[src/hw/mipsPkg.sv]
package mipsPkg;

    //////////////////////////////
    // Widths
    //////////////////////////////
    localparam int dataWidth    = 32;
    localparam int regAddrWidth = 5;
    localparam int opWidth      = 6;
    localparam int functWidth   = 6;
    localparam int immWidth     = 16;
    localparam int aluOpWidth   = 4;
    localparam int brTypeWidth  = 3;

    //////////////////////////////
    // Primary opcodes
    //////////////////////////////
    localparam logic [opWidth-1:0] opRtype  = 6'b000000;
    localparam logic [opWidth-1:0] opRegimm = 6'b000001;
    localparam logic [opWidth-1:0] opBeq    = 6'b000100;
    localparam logic [opWidth-1:0] opBne    = 6'b000101;
    localparam logic [opWidth-1:0] opBlez   = 6'b000110;
    localparam logic [opWidth-1:0] opBgtz   = 6'b000111;
    localparam logic [opWidth-1:0] opAddi   = 6'b001000;
    localparam logic [opWidth-1:0] opAddiu  = 6'b001001;
    localparam logic [opWidth-1:0] opSlti   = 6'b001010;
    localparam logic [opWidth-1:0] opSltiu  = 6'b001011;
    localparam logic [opWidth-1:0] opAndi   = 6'b001100;
    localparam logic [opWidth-1:0] opOri    = 6'b001101;
    localparam logic [opWidth-1:0] opXori   = 6'b001110;
    localparam logic [opWidth-1:0] opLui    = 6'b001111;

    // R-type function codes
    localparam logic [functWidth-1:0] functSll  = 6'b000000;
    localparam logic [functWidth-1:0] functSrl  = 6'b000010;
    localparam logic [functWidth-1:0] functSra  = 6'b000011;
    localparam logic [functWidth-1:0] functSllv = 6'b000100;
    localparam logic [functWidth-1:0] functSrlv = 6'b000110;
    localparam logic [functWidth-1:0] functSrav = 6'b000111;
    localparam logic [functWidth-1:0] functAdd  = 6'b100000;
    localparam logic [functWidth-1:0] functAddu = 6'b100001;
    localparam logic [functWidth-1:0] functSub  = 6'b100010;
    localparam logic [functWidth-1:0] functSubu = 6'b100011;
    localparam logic [functWidth-1:0] functAnd  = 6'b100100;
    localparam logic [functWidth-1:0] functOr   = 6'b100101;
    localparam logic [functWidth-1:0] functXor  = 6'b100110;
    localparam logic [functWidth-1:0] functNor  = 6'b100111;
    localparam logic [functWidth-1:0] functSlt  = 6'b101010;
    localparam logic [functWidth-1:0] functSltu = 6'b101011;

    // Regimm selectors, carried in the rt field
    localparam logic [regAddrWidth-1:0] rtBltz = 5'b00000;
    localparam logic [regAddrWidth-1:0] rtBgez = 5'b00001;

    //////////////////////////////
    // ALU operations
    //////////////////////////////
    localparam logic [aluOpWidth-1:0] aluAnd  = 4'b0000;
    localparam logic [aluOpWidth-1:0] aluOr   = 4'b0001;
    localparam logic [aluOpWidth-1:0] aluAdd  = 4'b0010;
    localparam logic [aluOpWidth-1:0] aluXor  = 4'b0011;
    localparam logic [aluOpWidth-1:0] aluNor  = 4'b0100;
    localparam logic [aluOpWidth-1:0] aluSlt  = 4'b0101;
    localparam logic [aluOpWidth-1:0] aluSub  = 4'b0110;
    localparam logic [aluOpWidth-1:0] aluSltu = 4'b0111;
    localparam logic [aluOpWidth-1:0] aluLui  = 4'b1000;
    localparam logic [aluOpWidth-1:0] aluSll  = 4'b1001;
    localparam logic [aluOpWidth-1:0] aluSrl  = 4'b1010;
    localparam logic [aluOpWidth-1:0] aluSra  = 4'b1011;

    // Branch comparisons
    localparam logic [brTypeWidth-1:0] brNone = 3'd0;
    localparam logic [brTypeWidth-1:0] brEq   = 3'd1;
    localparam logic [brTypeWidth-1:0] brNe   = 3'd2;
    localparam logic [brTypeWidth-1:0] brLez  = 3'd3;
    localparam logic [brTypeWidth-1:0] brGtz  = 3'd4;
    localparam logic [brTypeWidth-1:0] brLtz  = 3'd5;
    localparam logic [brTypeWidth-1:0] brGez  = 3'd6;

    // Same word, R and I field layouts
    typedef union packed {
        struct packed {
            logic [opWidth-1:0]      opcode;
            logic [regAddrWidth-1:0] rs;
            logic [regAddrWidth-1:0] rt;
            logic [regAddrWidth-1:0] rd;
            logic [regAddrWidth-1:0] shamt;
            logic [functWidth-1:0]   funct;
        } r;
        struct packed {
            logic [opWidth-1:0]      opcode;
            logic [regAddrWidth-1:0] rs;
            logic [regAddrWidth-1:0] rt;
            logic [immWidth-1:0]     imm;
        } i;
    } instrWord;

endpackage

[src/hw/stageIf.sv]
`timescale 1ns/1ps

// Decoded instruction, decode to execute
interface decodeIf;
    logic                               valid;
    logic                               ready;
    logic [mipsPkg::aluOpWidth-1:0]     aluOp;
    logic [mipsPkg::dataWidth-1:0]      operandA;
    logic [mipsPkg::dataWidth-1:0]      operandB;
    logic [mipsPkg::dataWidth-1:0]      rtValue;
    logic [mipsPkg::brTypeWidth-1:0]    branchType;
    logic [mipsPkg::regAddrWidth-1:0]   dest;
    logic                               writeEn;
    logic                               illegal;

    modport src (output valid, aluOp, operandA, operandB, rtValue, branchType,
                 output dest, writeEn, illegal, input ready);
    modport dst (input valid, aluOp, operandA, operandB, rtValue, branchType,
                 input dest, writeEn, illegal, output ready);
endinterface

// Execute outcome, execute to result
interface execIf;
    logic                               valid;
    logic                               ready;
    logic [mipsPkg::dataWidth-1:0]      data;
    logic [mipsPkg::regAddrWidth-1:0]   dest;
    logic                               writeEn;
    logic                               branchTaken;
    logic                               illegal;

    modport src (output valid, data, dest, writeEn, branchTaken, illegal,
                 input ready);
    modport dst (input valid, data, dest, writeEn, branchTaken, illegal,
                 output ready);
endinterface

[src/hw/instrDecode.sv]
`timescale 1ns/1ps

module instrDecode (
    input  logic                            clk,
    input  logic                            rstN,
    input  logic                            inValid,
    output logic                            inReady,
    input  mipsPkg::instrWord               instr,
    input  logic [mipsPkg::dataWidth-1:0]   rsValue,
    input  logic [mipsPkg::dataWidth-1:0]   rtValue,
    decodeIf.src                            down
);

    logic [mipsPkg::aluOpWidth-1:0]     aluOp;
    logic [mipsPkg::brTypeWidth-1:0]    branchType;
    logic [mipsPkg::regAddrWidth-1:0]   dest;
    logic                               writeEn;
    logic                               illegal;
    logic                               zeroExt;
    logic                               useImm;
    logic                               useShamt;
    logic [mipsPkg::dataWidth-1:0]      immExt;
    logic [mipsPkg::dataWidth-1:0]      operandA;
    logic [mipsPkg::dataWidth-1:0]      operandB;

    //////////////////////////////
    // Control decode
    //////////////////////////////
    always_comb begin
        aluOp      = mipsPkg::aluAdd;
        branchType = mipsPkg::brNone;
        dest       = '0;
        writeEn    = 1'b0;
        illegal    = 1'b0;
        zeroExt    = 1'b0;
        useImm     = 1'b0;
        useShamt   = 1'b0;

        if (instr.i.opcode == mipsPkg::opRtype) begin
            dest    = instr.r.rd;
            writeEn = 1'b1;
            case (instr.r.funct)
                mipsPkg::functAdd, mipsPkg::functAddu: aluOp = mipsPkg::aluAdd;
                mipsPkg::functSub, mipsPkg::functSubu: aluOp = mipsPkg::aluSub;
                mipsPkg::functAnd:  aluOp = mipsPkg::aluAnd;
                mipsPkg::functOr:   aluOp = mipsPkg::aluOr;
                mipsPkg::functXor:  aluOp = mipsPkg::aluXor;
                mipsPkg::functNor:  aluOp = mipsPkg::aluNor;
                mipsPkg::functSlt:  aluOp = mipsPkg::aluSlt;
                mipsPkg::functSltu: aluOp = mipsPkg::aluSltu;
                mipsPkg::functSll: begin
                    aluOp    = mipsPkg::aluSll;
                    useShamt = 1'b1;
                end
                mipsPkg::functSrl: begin
                    aluOp    = mipsPkg::aluSrl;
                    useShamt = 1'b1;
                end
                mipsPkg::functSra: begin
                    aluOp    = mipsPkg::aluSra;
                    useShamt = 1'b1;
                end
                mipsPkg::functSllv: aluOp = mipsPkg::aluSll;
                mipsPkg::functSrlv: aluOp = mipsPkg::aluSrl;
                mipsPkg::functSrav: aluOp = mipsPkg::aluSra;
                default:            illegal = 1'b1;
            endcase
        end else begin
            dest    = instr.i.rt;
            writeEn = 1'b1;
            useImm  = 1'b1;
            case (instr.i.opcode)
                mipsPkg::opAddi, mipsPkg::opAddiu: aluOp = mipsPkg::aluAdd;
                mipsPkg::opSlti:  aluOp = mipsPkg::aluSlt;
                mipsPkg::opSltiu: aluOp = mipsPkg::aluSltu;
                mipsPkg::opLui:   aluOp = mipsPkg::aluLui;
                mipsPkg::opAndi: begin
                    aluOp   = mipsPkg::aluAnd;
                    zeroExt = 1'b1;
                end
                mipsPkg::opOri: begin
                    aluOp   = mipsPkg::aluOr;
                    zeroExt = 1'b1;
                end
                mipsPkg::opXori: begin
                    aluOp   = mipsPkg::aluXor;
                    zeroExt = 1'b1;
                end
                mipsPkg::opBeq:  branchType = mipsPkg::brEq;
                mipsPkg::opBne:  branchType = mipsPkg::brNe;
                mipsPkg::opBlez: branchType = mipsPkg::brLez;
                mipsPkg::opBgtz: branchType = mipsPkg::brGtz;
                mipsPkg::opRegimm: begin
                    if (instr.i.rt == mipsPkg::rtBltz) begin
                        branchType = mipsPkg::brLtz;
                    end else if (instr.i.rt == mipsPkg::rtBgez) begin
                        branchType = mipsPkg::brGez;
                    end else begin
                        illegal = 1'b1;
                    end
                end
                default: illegal = 1'b1;
            endcase
        end

        // Branches and rejected words write nothing
        if (illegal || branchType != mipsPkg::brNone) begin
            writeEn = 1'b0;
            dest    = '0;
        end
    end

    // Operand selection
    assign immExt = zeroExt ? {{(mipsPkg::dataWidth-mipsPkg::immWidth){1'b0}}, instr.i.imm}
                            : {{(mipsPkg::dataWidth-mipsPkg::immWidth){instr.i.imm[15]}},
                               instr.i.imm};
    assign operandA = useShamt
        ? {{(mipsPkg::dataWidth-mipsPkg::regAddrWidth){1'b0}}, instr.r.shamt}
        : rsValue;
    assign operandB = useImm ? immExt : rtValue;

    //////////////////////////////
    // Stage register
    //////////////////////////////
    assign inReady = !down.valid || down.ready;

    always_ff @(posedge clk or negedge rstN) begin
        if (!rstN) begin
            down.valid <= 1'b0;
        end else if (inReady) begin
            down.valid <= inValid;
        end
    end

    always_ff @(posedge clk) begin
        if (inValid && inReady) begin
            down.aluOp      <= aluOp;
            down.operandA   <= operandA;
            down.operandB   <= operandB;
            down.rtValue    <= rtValue;
            down.branchType <= branchType;
            down.dest       <= dest;
            down.writeEn    <= writeEn;
            down.illegal    <= illegal;
        end
    end

endmodule

[src/hw/aluExecute.sv]
`timescale 1ns/1ps

module aluExecute (
    input  logic    clk,
    input  logic    rstN,
    decodeIf.dst    up,
    execIf.src      down
);

    logic [mipsPkg::dataWidth-1:0]      aluResult;
    logic [mipsPkg::regAddrWidth-1:0]   shiftAmt;
    logic                               taken;
    logic                               rsZero;
    logic                               rsNeg;

    //////////////////////////////
    // ALU and shifter
    //////////////////////////////
    assign shiftAmt = up.operandA[mipsPkg::regAddrWidth-1:0];

    always_comb begin
        aluResult = '0;
        case (up.aluOp)
            mipsPkg::aluAnd:  aluResult = up.operandA & up.operandB;
            mipsPkg::aluOr:   aluResult = up.operandA | up.operandB;
            mipsPkg::aluXor:  aluResult = up.operandA ^ up.operandB;
            mipsPkg::aluNor:  aluResult = ~(up.operandA | up.operandB);
            mipsPkg::aluAdd:  aluResult = up.operandA + up.operandB;
            mipsPkg::aluSub:  aluResult = up.operandA - up.operandB;
            mipsPkg::aluSlt:  aluResult[0] = $signed(up.operandA) < $signed(up.operandB);
            mipsPkg::aluSltu: aluResult[0] = up.operandA < up.operandB;
            mipsPkg::aluLui:  aluResult = {up.operandB[mipsPkg::immWidth-1:0],
                                           {mipsPkg::immWidth{1'b0}}};
            mipsPkg::aluSll:  aluResult = up.operandB << shiftAmt;
            mipsPkg::aluSrl:  aluResult = up.operandB >> shiftAmt;
            mipsPkg::aluSra:  aluResult = $signed(up.operandB) >>> shiftAmt;
            default:          aluResult = '0;
        endcase
    end

    // Branch comparator, rs value sits in operandA
    assign rsZero = (up.operandA == '0);
    assign rsNeg  = up.operandA[mipsPkg::dataWidth-1];

    always_comb begin
        case (up.branchType)
            mipsPkg::brEq:  taken = (up.operandA == up.rtValue);
            mipsPkg::brNe:  taken = (up.operandA != up.rtValue);
            mipsPkg::brLez: taken = rsNeg || rsZero;
            mipsPkg::brGtz: taken = !rsNeg && !rsZero;
            mipsPkg::brLtz: taken = rsNeg;
            mipsPkg::brGez: taken = !rsNeg;
            default:        taken = 1'b0;
        endcase
    end

    //////////////////////////////
    // Stage register
    //////////////////////////////
    assign up.ready = !down.valid || down.ready;

    always_ff @(posedge clk or negedge rstN) begin
        if (!rstN) begin
            down.valid <= 1'b0;
        end else if (up.ready) begin
            down.valid <= up.valid;
        end
    end

    always_ff @(posedge clk) begin
        if (up.valid && up.ready) begin
            down.data        <= (up.branchType != mipsPkg::brNone) ? '0 : aluResult;
            down.dest        <= up.dest;
            down.writeEn     <= up.writeEn;
            down.branchTaken <= taken;
            down.illegal     <= up.illegal;
        end
    end

endmodule

[src/hw/resultStage.sv]
`timescale 1ns/1ps

module resultStage (
    input  logic                                clk,
    input  logic                                rstN,
    execIf.dst                                  up,
    output logic                                outValid,
    input  logic                                outReady,
    output logic [mipsPkg::dataWidth-1:0]       outData,
    output logic [mipsPkg::regAddrWidth-1:0]    outDest,
    output logic                                outWriteEn,
    output logic                                outBranchTaken,
    output logic                                outIllegal
);

    logic load;

    assign up.ready = !outValid || outReady;
    assign load     = up.valid && up.ready;

    always_ff @(posedge clk or negedge rstN) begin
        if (!rstN) begin
            outValid <= 1'b0;
        end else if (up.ready) begin
            outValid <= up.valid;
        end
    end

    //////////////////////////////
    // Output register
    //////////////////////////////
    always_ff @(posedge clk) begin
        if (load) begin
            outData        <= up.illegal ? '0 : up.data;
            outDest        <= up.dest;
            // r0 is hardwired, never written
            outWriteEn     <= up.writeEn && (up.dest != '0) && !up.illegal;
            outBranchTaken <= up.branchTaken;
            outIllegal     <= up.illegal;
        end
    end

endmodule

[src/hw/mipsExecUnit.sv]
`timescale 1ns/1ps

module mipsExecUnit (
    input  logic                                clk,
    input  logic                                rstN,
    input  logic                                inValid,
    output logic                                inReady,
    input  mipsPkg::instrWord                   instr,
    input  logic [mipsPkg::dataWidth-1:0]       rsValue,
    input  logic [mipsPkg::dataWidth-1:0]       rtValue,
    output logic                                outValid,
    input  logic                                outReady,
    output logic [mipsPkg::dataWidth-1:0]       outData,
    output logic [mipsPkg::regAddrWidth-1:0]    outDest,
    output logic                                outWriteEn,
    output logic                                outBranchTaken,
    output logic                                outIllegal
);

    decodeIf decodeBus ();
    execIf   execBus ();

    // Decode, execute, result
    instrDecode uDecode (
        .clk     (clk),
        .rstN    (rstN),
        .inValid (inValid),
        .inReady (inReady),
        .instr   (instr),
        .rsValue (rsValue),
        .rtValue (rtValue),
        .down    (decodeBus.src)
    );

    aluExecute uExecute (
        .clk  (clk),
        .rstN (rstN),
        .up   (decodeBus.dst),
        .down (execBus.src)
    );

    resultStage uResult (
        .clk            (clk),
        .rstN           (rstN),
        .up             (execBus.dst),
        .outValid       (outValid),
        .outReady       (outReady),
        .outData        (outData),
        .outDest        (outDest),
        .outWriteEn     (outWriteEn),
        .outBranchTaken (outBranchTaken),
        .outIllegal     (outIllegal)
    );

endmodule

[config.mk]
export PLATFORM = sky130hd
export DESIGN_NAME = mipsExecUnit
export DESIGN_NICKNAME = d
export VERILOG_FILES = /design/src/hw/mipsPkg.sv /design/src/hw/stageIf.sv /design/src/hw/instrDecode.sv /design/src/hw/aluExecute.sv /design/src/hw/resultStage.sv /design/src/hw/mipsExecUnit.sv
export SDC_FILE = /design/constraint.sdc
export NUM_CORES = 1
export LEC_CHECK = 0
export CORE_MARGIN = 2
export CORE_UTILIZATION = 41
export DETAILED_ROUTE_END_ITERATION = 10
export DONT_BUFFER_PORTS = 1
export GPL_TIMING_DRIVEN = 0
export PLACE_DENSITY_LB_ADDON = 0.25
export REMOVE_ABC_BUFFERS = 1
export SLEW_MARGIN = 40
export SYNTH_ARGS = -nofsm -noshare
export SYNTH_HDL_FRONTEND = slang
export SYNTH_SLANG_ARGS = --single-unit
[constraint.sdc]
create_clock -name clk -period 4.4 [get_ports clk]
set_input_delay 0.22 -clock clk [delete_from_list [all_inputs] [get_ports clk]]
set_output_delay 0.22 -clock clk [all_outputs]
set_load 0.01 [all_outputs]
Yosys cells after proc, flatten, opt, wreduce, memory -nomap -nowiden
Cells that the tools add are included.
{"block": "op_classes", "addsub": 2, "n_lt_le_gt_ge": 2, "n_eq_ne": 48, "shift": 3, "n_mux": 24, "bitwise": 4, "n_reduce_logical": 33}
{"cell": "31-bit one-hot mux with 10 select lines", "count": 1}
{"cell": "32-bit less-than comparator", "count": 2}
{"cell": "32-bit two-way mux", "count": 2}
{"cell": "6-bit == test, second input constant", "count": 10}
{"cell": "6-bit by 4-bit == test with 1-bit output, second input constant", "count": 8}
{"cell": "6-bit by 3-bit == test with 1-bit output, second input constant", "count": 7}
{"cell": "4-bit one-hot mux with 10 select lines", "count": 1}
{"cell": "32-bit adder", "count": 1}
{"cell": "32-bit AND", "count": 1}
{"cell": "32-bit == test", "count": 1}
{"cell": "32-bit zero test", "count": 1}
{"cell": "32-bit != test", "count": 1}
{"cell": "32-bit NOT", "count": 1}
{"cell": "32-bit bitwise OR", "count": 1}
{"cell": "32-bit by 5-bit << shifter with 32-bit output", "count": 1}
{"cell": "32-bit by 5-bit >> shifter with 32-bit output", "count": 1}
{"cell": "32-bit by 5-bit >>> shifter with 32-bit output", "count": 1}
{"cell": "32-bit subtractor", "count": 1}
{"cell": "32-bit bitwise XOR", "count": 1}
{"cell": "4-bit one-hot mux with 6 select lines", "count": 1}
{"cell": "4-bit by 3-bit == test with 1-bit output, second input constant", "count": 4}
{"cell": "4-bit == test, second input constant", "count": 4}
{"cell": "16-bit OR reduction", "count": 1}
{"cell": "3-bit one-hot mux with 5 select lines", "count": 1}
{"cell": "26 further kinds", "count": 62}
{"block": "word_totals", "reg_bits": 193, "in_bits": 100, "wordCells": 138}

Logic depth before layout (Yosys ltp)
{"block": "logic_depth", "ltp_word": 8, "ltp_mapped": 16}

Cells and area by module
A second synthesis with hierarchy kept.
{"block": "unflattened", "cells_unflattened": 1903, "area_unflattened_um2": 16779.8}
{"module": "aluExecute", "n_inst": 1, "cells_per_inst": 1491, "area_each_um2": 10821.6, "seq_area_each_um2": 1226.2}
{"module": "instrDecode", "n_inst": 1, "cells_per_inst": 329, "area_each_um2": 4470.5, "seq_area_each_um2": 3328.2}
{"module": "resultStage", "n_inst": 1, "cells_per_inst": 83, "area_each_um2": 1487.7, "seq_area_each_um2": 1226.2}

Least setup slack after synthesis
Ideal clock, no wire load.
{"block": "synth_timing", "kind": "reg-to-reg", "startpoint": "reg uDecode.down.operandA[1]", "endpoint": "reg uExecute.down.data[21], data pin", "t_arrival_ps": 3672, "t_required_ps": 4130, "path_slack_ps": 458, "stages_incl_launch_ff": 16, "path_buffers": 3, "cell_sequence": "edfxtp_1 > inv_1 > buf_2 > buf_1 > clkbuf_1 > ha_1 > o21ba_2 > nor4_1 > nand3b_1 > a221oi_2 > o221ai_2 > or2_2 > a21oi_1 > mux2_2 > a22oi_1 > a21oi_1"}
{"block": "synth_between", "elab_chain_len": 2, "word_cells_on_any_way": 6, "classes_between": "add/sub (2); shift (3); mux (1)"}
{"item": "from (decl)", "line": "stageIf.sv:16", "source": "modport src (output valid, aluOp, operandA, operandB, rtValue, branchType,"}
{"item": "32-bit subtractor (tied with other cells)", "line": "aluExecute.sv:29", "source": "mipsPkg::aluSub: aluResult = up.operandA - up.operandB;"}
{"item": "31-bit one-hot mux with 10 select lines *", "line": "aluExecute.sv:23", "source": "case (up.aluOp)"}
{"item": "to (signal assigned)", "line": "aluExecute.sv:72", "source": "down.data <= (up.branchType != mipsPkg::brNone) ? '0 : aluResult;"}
{"item": "to (decl)", "line": "stageIf.sv:32", "source": "modport src (output valid, data, dest, writeEn, branchTaken, illegal,"}
Every way passes the cells marked *; elsewhere a longest branch is shown, timed or not.
A chain may end at the register's enable or synchronous reset.

Final worst setup path
{"block": "layout_timing", "startpoint": "reg uDecode.down.aluOp[2]", "endpoint": "reg uExecute.down.data[25], data pin"}
{"block": "layout_between", "elab_chain_len": 2, "word_cells_on_any_way": 11, "classes_between": "eq/ne (9); mux (1); reduce/logical (1)"}
{"item": "from (decl)", "line": "stageIf.sv:16"}
{"item": "4-bit == test (tied with other cells)", "line": "aluExecute.sv:23"}
{"item": "31-bit one-hot mux with 10 select lines *", "line": "aluExecute.sv:23"}
Marks and branches as above.

==> summary.md <==
| Metric | Value |
|---|---|
| Fin crit share | 1.01 |
| Dominant cell type by area after synthesis | edfxtp_1 |
| Num CTS Buffers | 17 |
| Vias per inst | 6.37 |
| Wire per inst | 27.0 microns |
| Clock transition at the registers of the reported paths | 0.08 ns |
| Detailed-route DRC error count | 0 |
| # nets final | 2,124 |
| Worst Reg-to-Reg Cells | 11 |
| Outcome | complete, but fails checks |
| Hold Path Depth | 2 |
| Worst Max-Slew Pin Slew | 0.920 ns |
| Initial antenna violation count | 1 |
| Worst Setup Path Type | reg -> reg |
| F_max | 0.226 GHz |
| Max FO, Critical Path | 17 |
| Port buffer count | 0 |
| FP Rows | 73 |
| Reg-to-reg slack, setup | -0.03 ns |
| CTS tree | built |
| Via Count | 15.7k |
| Layout cells sized above 1 | 0.102 |
| Hold Path End | uDecode.down.operandB[0]$_DFFE_PP_ |
| Clk_skew | 0.0188 ns |
| PwrDens | 308 mW/mm^2 |
| Area delta synth->final | 16.1% |
| Post-Place Cells | 2,326 |
| Yosys top cell area share | 0.347 |
| HPWL Detailed | 50.8 mm |
| Gate Count Post-Synth | 1,866 |
| Post-route insts no fill | 2,459 |
| Hold Path Class | in -> reg |
| Post-synth top cells | edfxtp_1, nor2_1, nand2_1 |
| Initial Utilization | 0.415 |
| Max Cap Violations | 0 |
| Lkg Pwr | 7.44 nW |
| Largest net degree at the start of global routing | 46 |
| RePlAce Congestion | 1.02 |
| First-pass GRT wire length | 97.8 mm |
| Synth warnings | 0 |
| Critical path arrival | 4.64 ns |
| Mean area per synthesized cell | 8.81 sq um |
| Post-synth ARST share | 0.0155 |
| # clock sinks | 193 |
| RSZ-0062 raised after global routing | false |
| CORE AREA | 0.0396 sq mm |
| I/O Pins | 142 |
| Routed Antenna Nets | 0 |
| First-iteration detailed-routing DRC count | 2,074 |
| Relative slew margins | 0.384 |
| Final Setup Violations | 1 |
| Die ar. | 0.0417 sq mm |
| Synthesized cell area | 0.0164 sq mm |
| Worst setup SP type | flop |
| Die H | 204 microns |
| Synth top area cells | edfxtp_1, ha_1, a21oi_1 |
| Die W | 204 microns |
| Max Root-Sink Buffers | 2 |
| Most frequent cell after synthesis | edfxtp_1 |
| HP Start | instr[0] |
| Drt first pass iters | 7 |
| Critical Path RT | 4.61 ns |
| Diodes inserted | 0 |
| Clock insertion delay at the later pin of the skew report | 0.48 ns |
| EDFF count, synth | 190 |
| CP Capture Type | flop |
| Sequential share of the synthesized area | 0.352 |
| All-Layer GR Usage | 0.318 |
| Final worst slack | -0.0266 ns |
| Failing checks | negative setup slack |
| Setup TNS | -0.0266 ns |
| Netlist cell types | 91 |
| Most used DFF post-synth | edfxtp_1 |
| DRT Wirelength | 66.3 mm |
| Vias in the first global route | 15.0k |
| #FFs+latches synth | 193 |
| Max IR drop VDD | 0.257 mV |
| H-tree depth | 4 |
| Slew Viols, Final | 0 |
| Reg-to-reg critical path startpoint | uDecode.down.aluOp[2]$_DFFE_PP_ |
| Tmin final | 4.43 ns |
| Critical R2R Capture | uExecute.down.data[25]$_SDFFCE_PP0P_ |
| GR Overflow Total | 0 |
| CTS root buf | clkbuf_16 |
| Final Hold Fails | 0 |
-- area by class of cell --
type / instances / area [sq um]
fill: 3734 / 20600
clock buffer: 18 / 429
clock inverter: 14 / 163
inverter: 108 / 427
timing repair buffer: 160 / 1670
tap: 525 / 657
sequential: 193 / 5780
multi-input combinational: 1441 / 9970
-- critical path, stage by stage (launching register included) --
cell,delay (ns)
edfxtp_1,0.57
buf_6,0.23
buf_8,0.15
buf_6,0.14
inv_1,0.63
nand2_1,0.32
nor2_4,0.57
nand2_1,0.45
o2111ai_1,0.31
a221o_1,0.18
a311oi_1,0.06
a41oi_1,0.52
-- what timing repair did --
item                                    4_1_cts  5_1_grt
buffers inserted                              4        3
hold buffers                                 94        0
hold endpoints to repair                    112        0
endpoints found under the setup margin       20        7
resized for setup                            14        9
pin swaps                                     2        6
-- how the worst max path moves through the flow --
stage                                            start                                   end  slack [ns]
floorplan           uDecode.down.operandA[1]$_DFFE_PP_  uExecute.down.data[21]$_SDFFCE_PP0P_       -0.93
global placement       uDecode.down.aluOp[2]$_DFFE_PP_  uExecute.down.data[19]$_SDFFCE_PP0P_       -3.78
detailed placement  uDecode.down.operandA[4]$_DFFE_PP_  uExecute.down.data[25]$_SDFFCE_PP0P_       -0.89
CTS                 uDecode.down.operandA[2]$_DFFE_PP_  uExecute.down.data[25]$_SDFFCE_PP0P_        0.04
global route        uDecode.down.operandA[3]$_DFFE_PP_  uExecute.down.data[31]$_SDFFCE_PP0P_        0.01
finish                 uDecode.down.aluOp[2]$_DFFE_PP_  uExecute.down.data[25]$_SDFFCE_PP0P_       -0.03
-- metrics by stage --
step | utilization | setup WS [ns] | hold WS, ns | power, mW | area (sq um)
floorplan | - | -0.933 | -0.0756 | 3.51 | 15900
global route | 0.482 | 0.0110 | 0.0159 | 6.12 | 19100
CTS | 0.480 | 0.0411 | 0.00169 | 5.84 | 19000
global placement | 0.419 | -3.78 | -0.0755 | 4.09 | 16600
finish | 0.482 | -0.0266 | 0.0137 | 5.88 | 19100
detailed placement | 0.439 | -0.887 | -0.0755 | 4.15 | 17400
-- logic make-up (layout without fill, tap and decap cells) --
family,after synthesis,in the layout,share of synthesized area
muxes,105,105,0.0828
DFF,193,193,0.352
and+or+nand+nor,623,623,0.179
adders and majority gates,103,103,0.0793
xor gates and xnor gates,58,58,0.0309
buffers and inverters,232,300,0.0550
AOI/OAI and AO/OA,552,552,0.221
-- cells in the final DEF, fill, tap and decap left out, drive strengths merged, types with 6 or more instances in the layout --
master	instances
a2111oi	6
a211o	6
a211oi	23
a21o	33
a21oi	163
a221o	12
a221oi	21
a222oi	9
a22oi	10
a31oi	22
and2	9
and3	7
buf	66
clkbuf	18
dlygate4sd3	94
edfxtp	190
ha	101
inv	115
mux2	8
mux2i	73
mux4	24
nand2	180
nand2b	27
nand3	33
nand4	11
nor2	190
nor2b	74
nor3	37
nor4	29
o2111ai	10
o211ai	13
o21ai	143
o21bai	13
o22ai	14
o31ai	11
or2	6
or3	9
xnor2	23
xor2	35
-- registers in the layout, indices dropped and copies added (netlist names) --
name,flops
uExecute.down.illegal,1
uDecode.down.branchType,3
uResult.outDest,5
uResult.outIllegal,1
uDecode.down.operandA,32
uExecute.down.dest,5
uDecode.down.valid,1
uDecode.down.aluOp,4
uExecute.down.writeEn,1
uDecode.down.writeEn,1
uExecute.down.branchTaken,1
uResult.outValid,1
uDecode.down.operandB,32
uResult.outWriteEn,1
uResult.outBranchTaken,1
uExecute.down.valid,1
uDecode.down.rtValue,32
uResult.outData,32
uExecute.down.data,32
uDecode.down.illegal,1
uDecode.down.dest,5
-- power by group --
| part | switching [mW] | internal [mW] | total (mW) |
|---|---|---|---|
| logic | 1.17 | 0.696 | 1.87 |
| clock network | 0.788 | 0.813 | 1.60 |
| registers | 0.199 | 2.21 | 2.41 |
-- routing by layer --
metal  global-route usage  wire length, microns  vias to the layer above
li1                     -                     -                     6976
met1                0.427                 27800                     7586
met2                0.486                 29200                      913
met3               0.0612                  5850                      176
met4                0.164                  3420                        2
met5                    0                    13                        -
(Power assumes the default switching activity.)
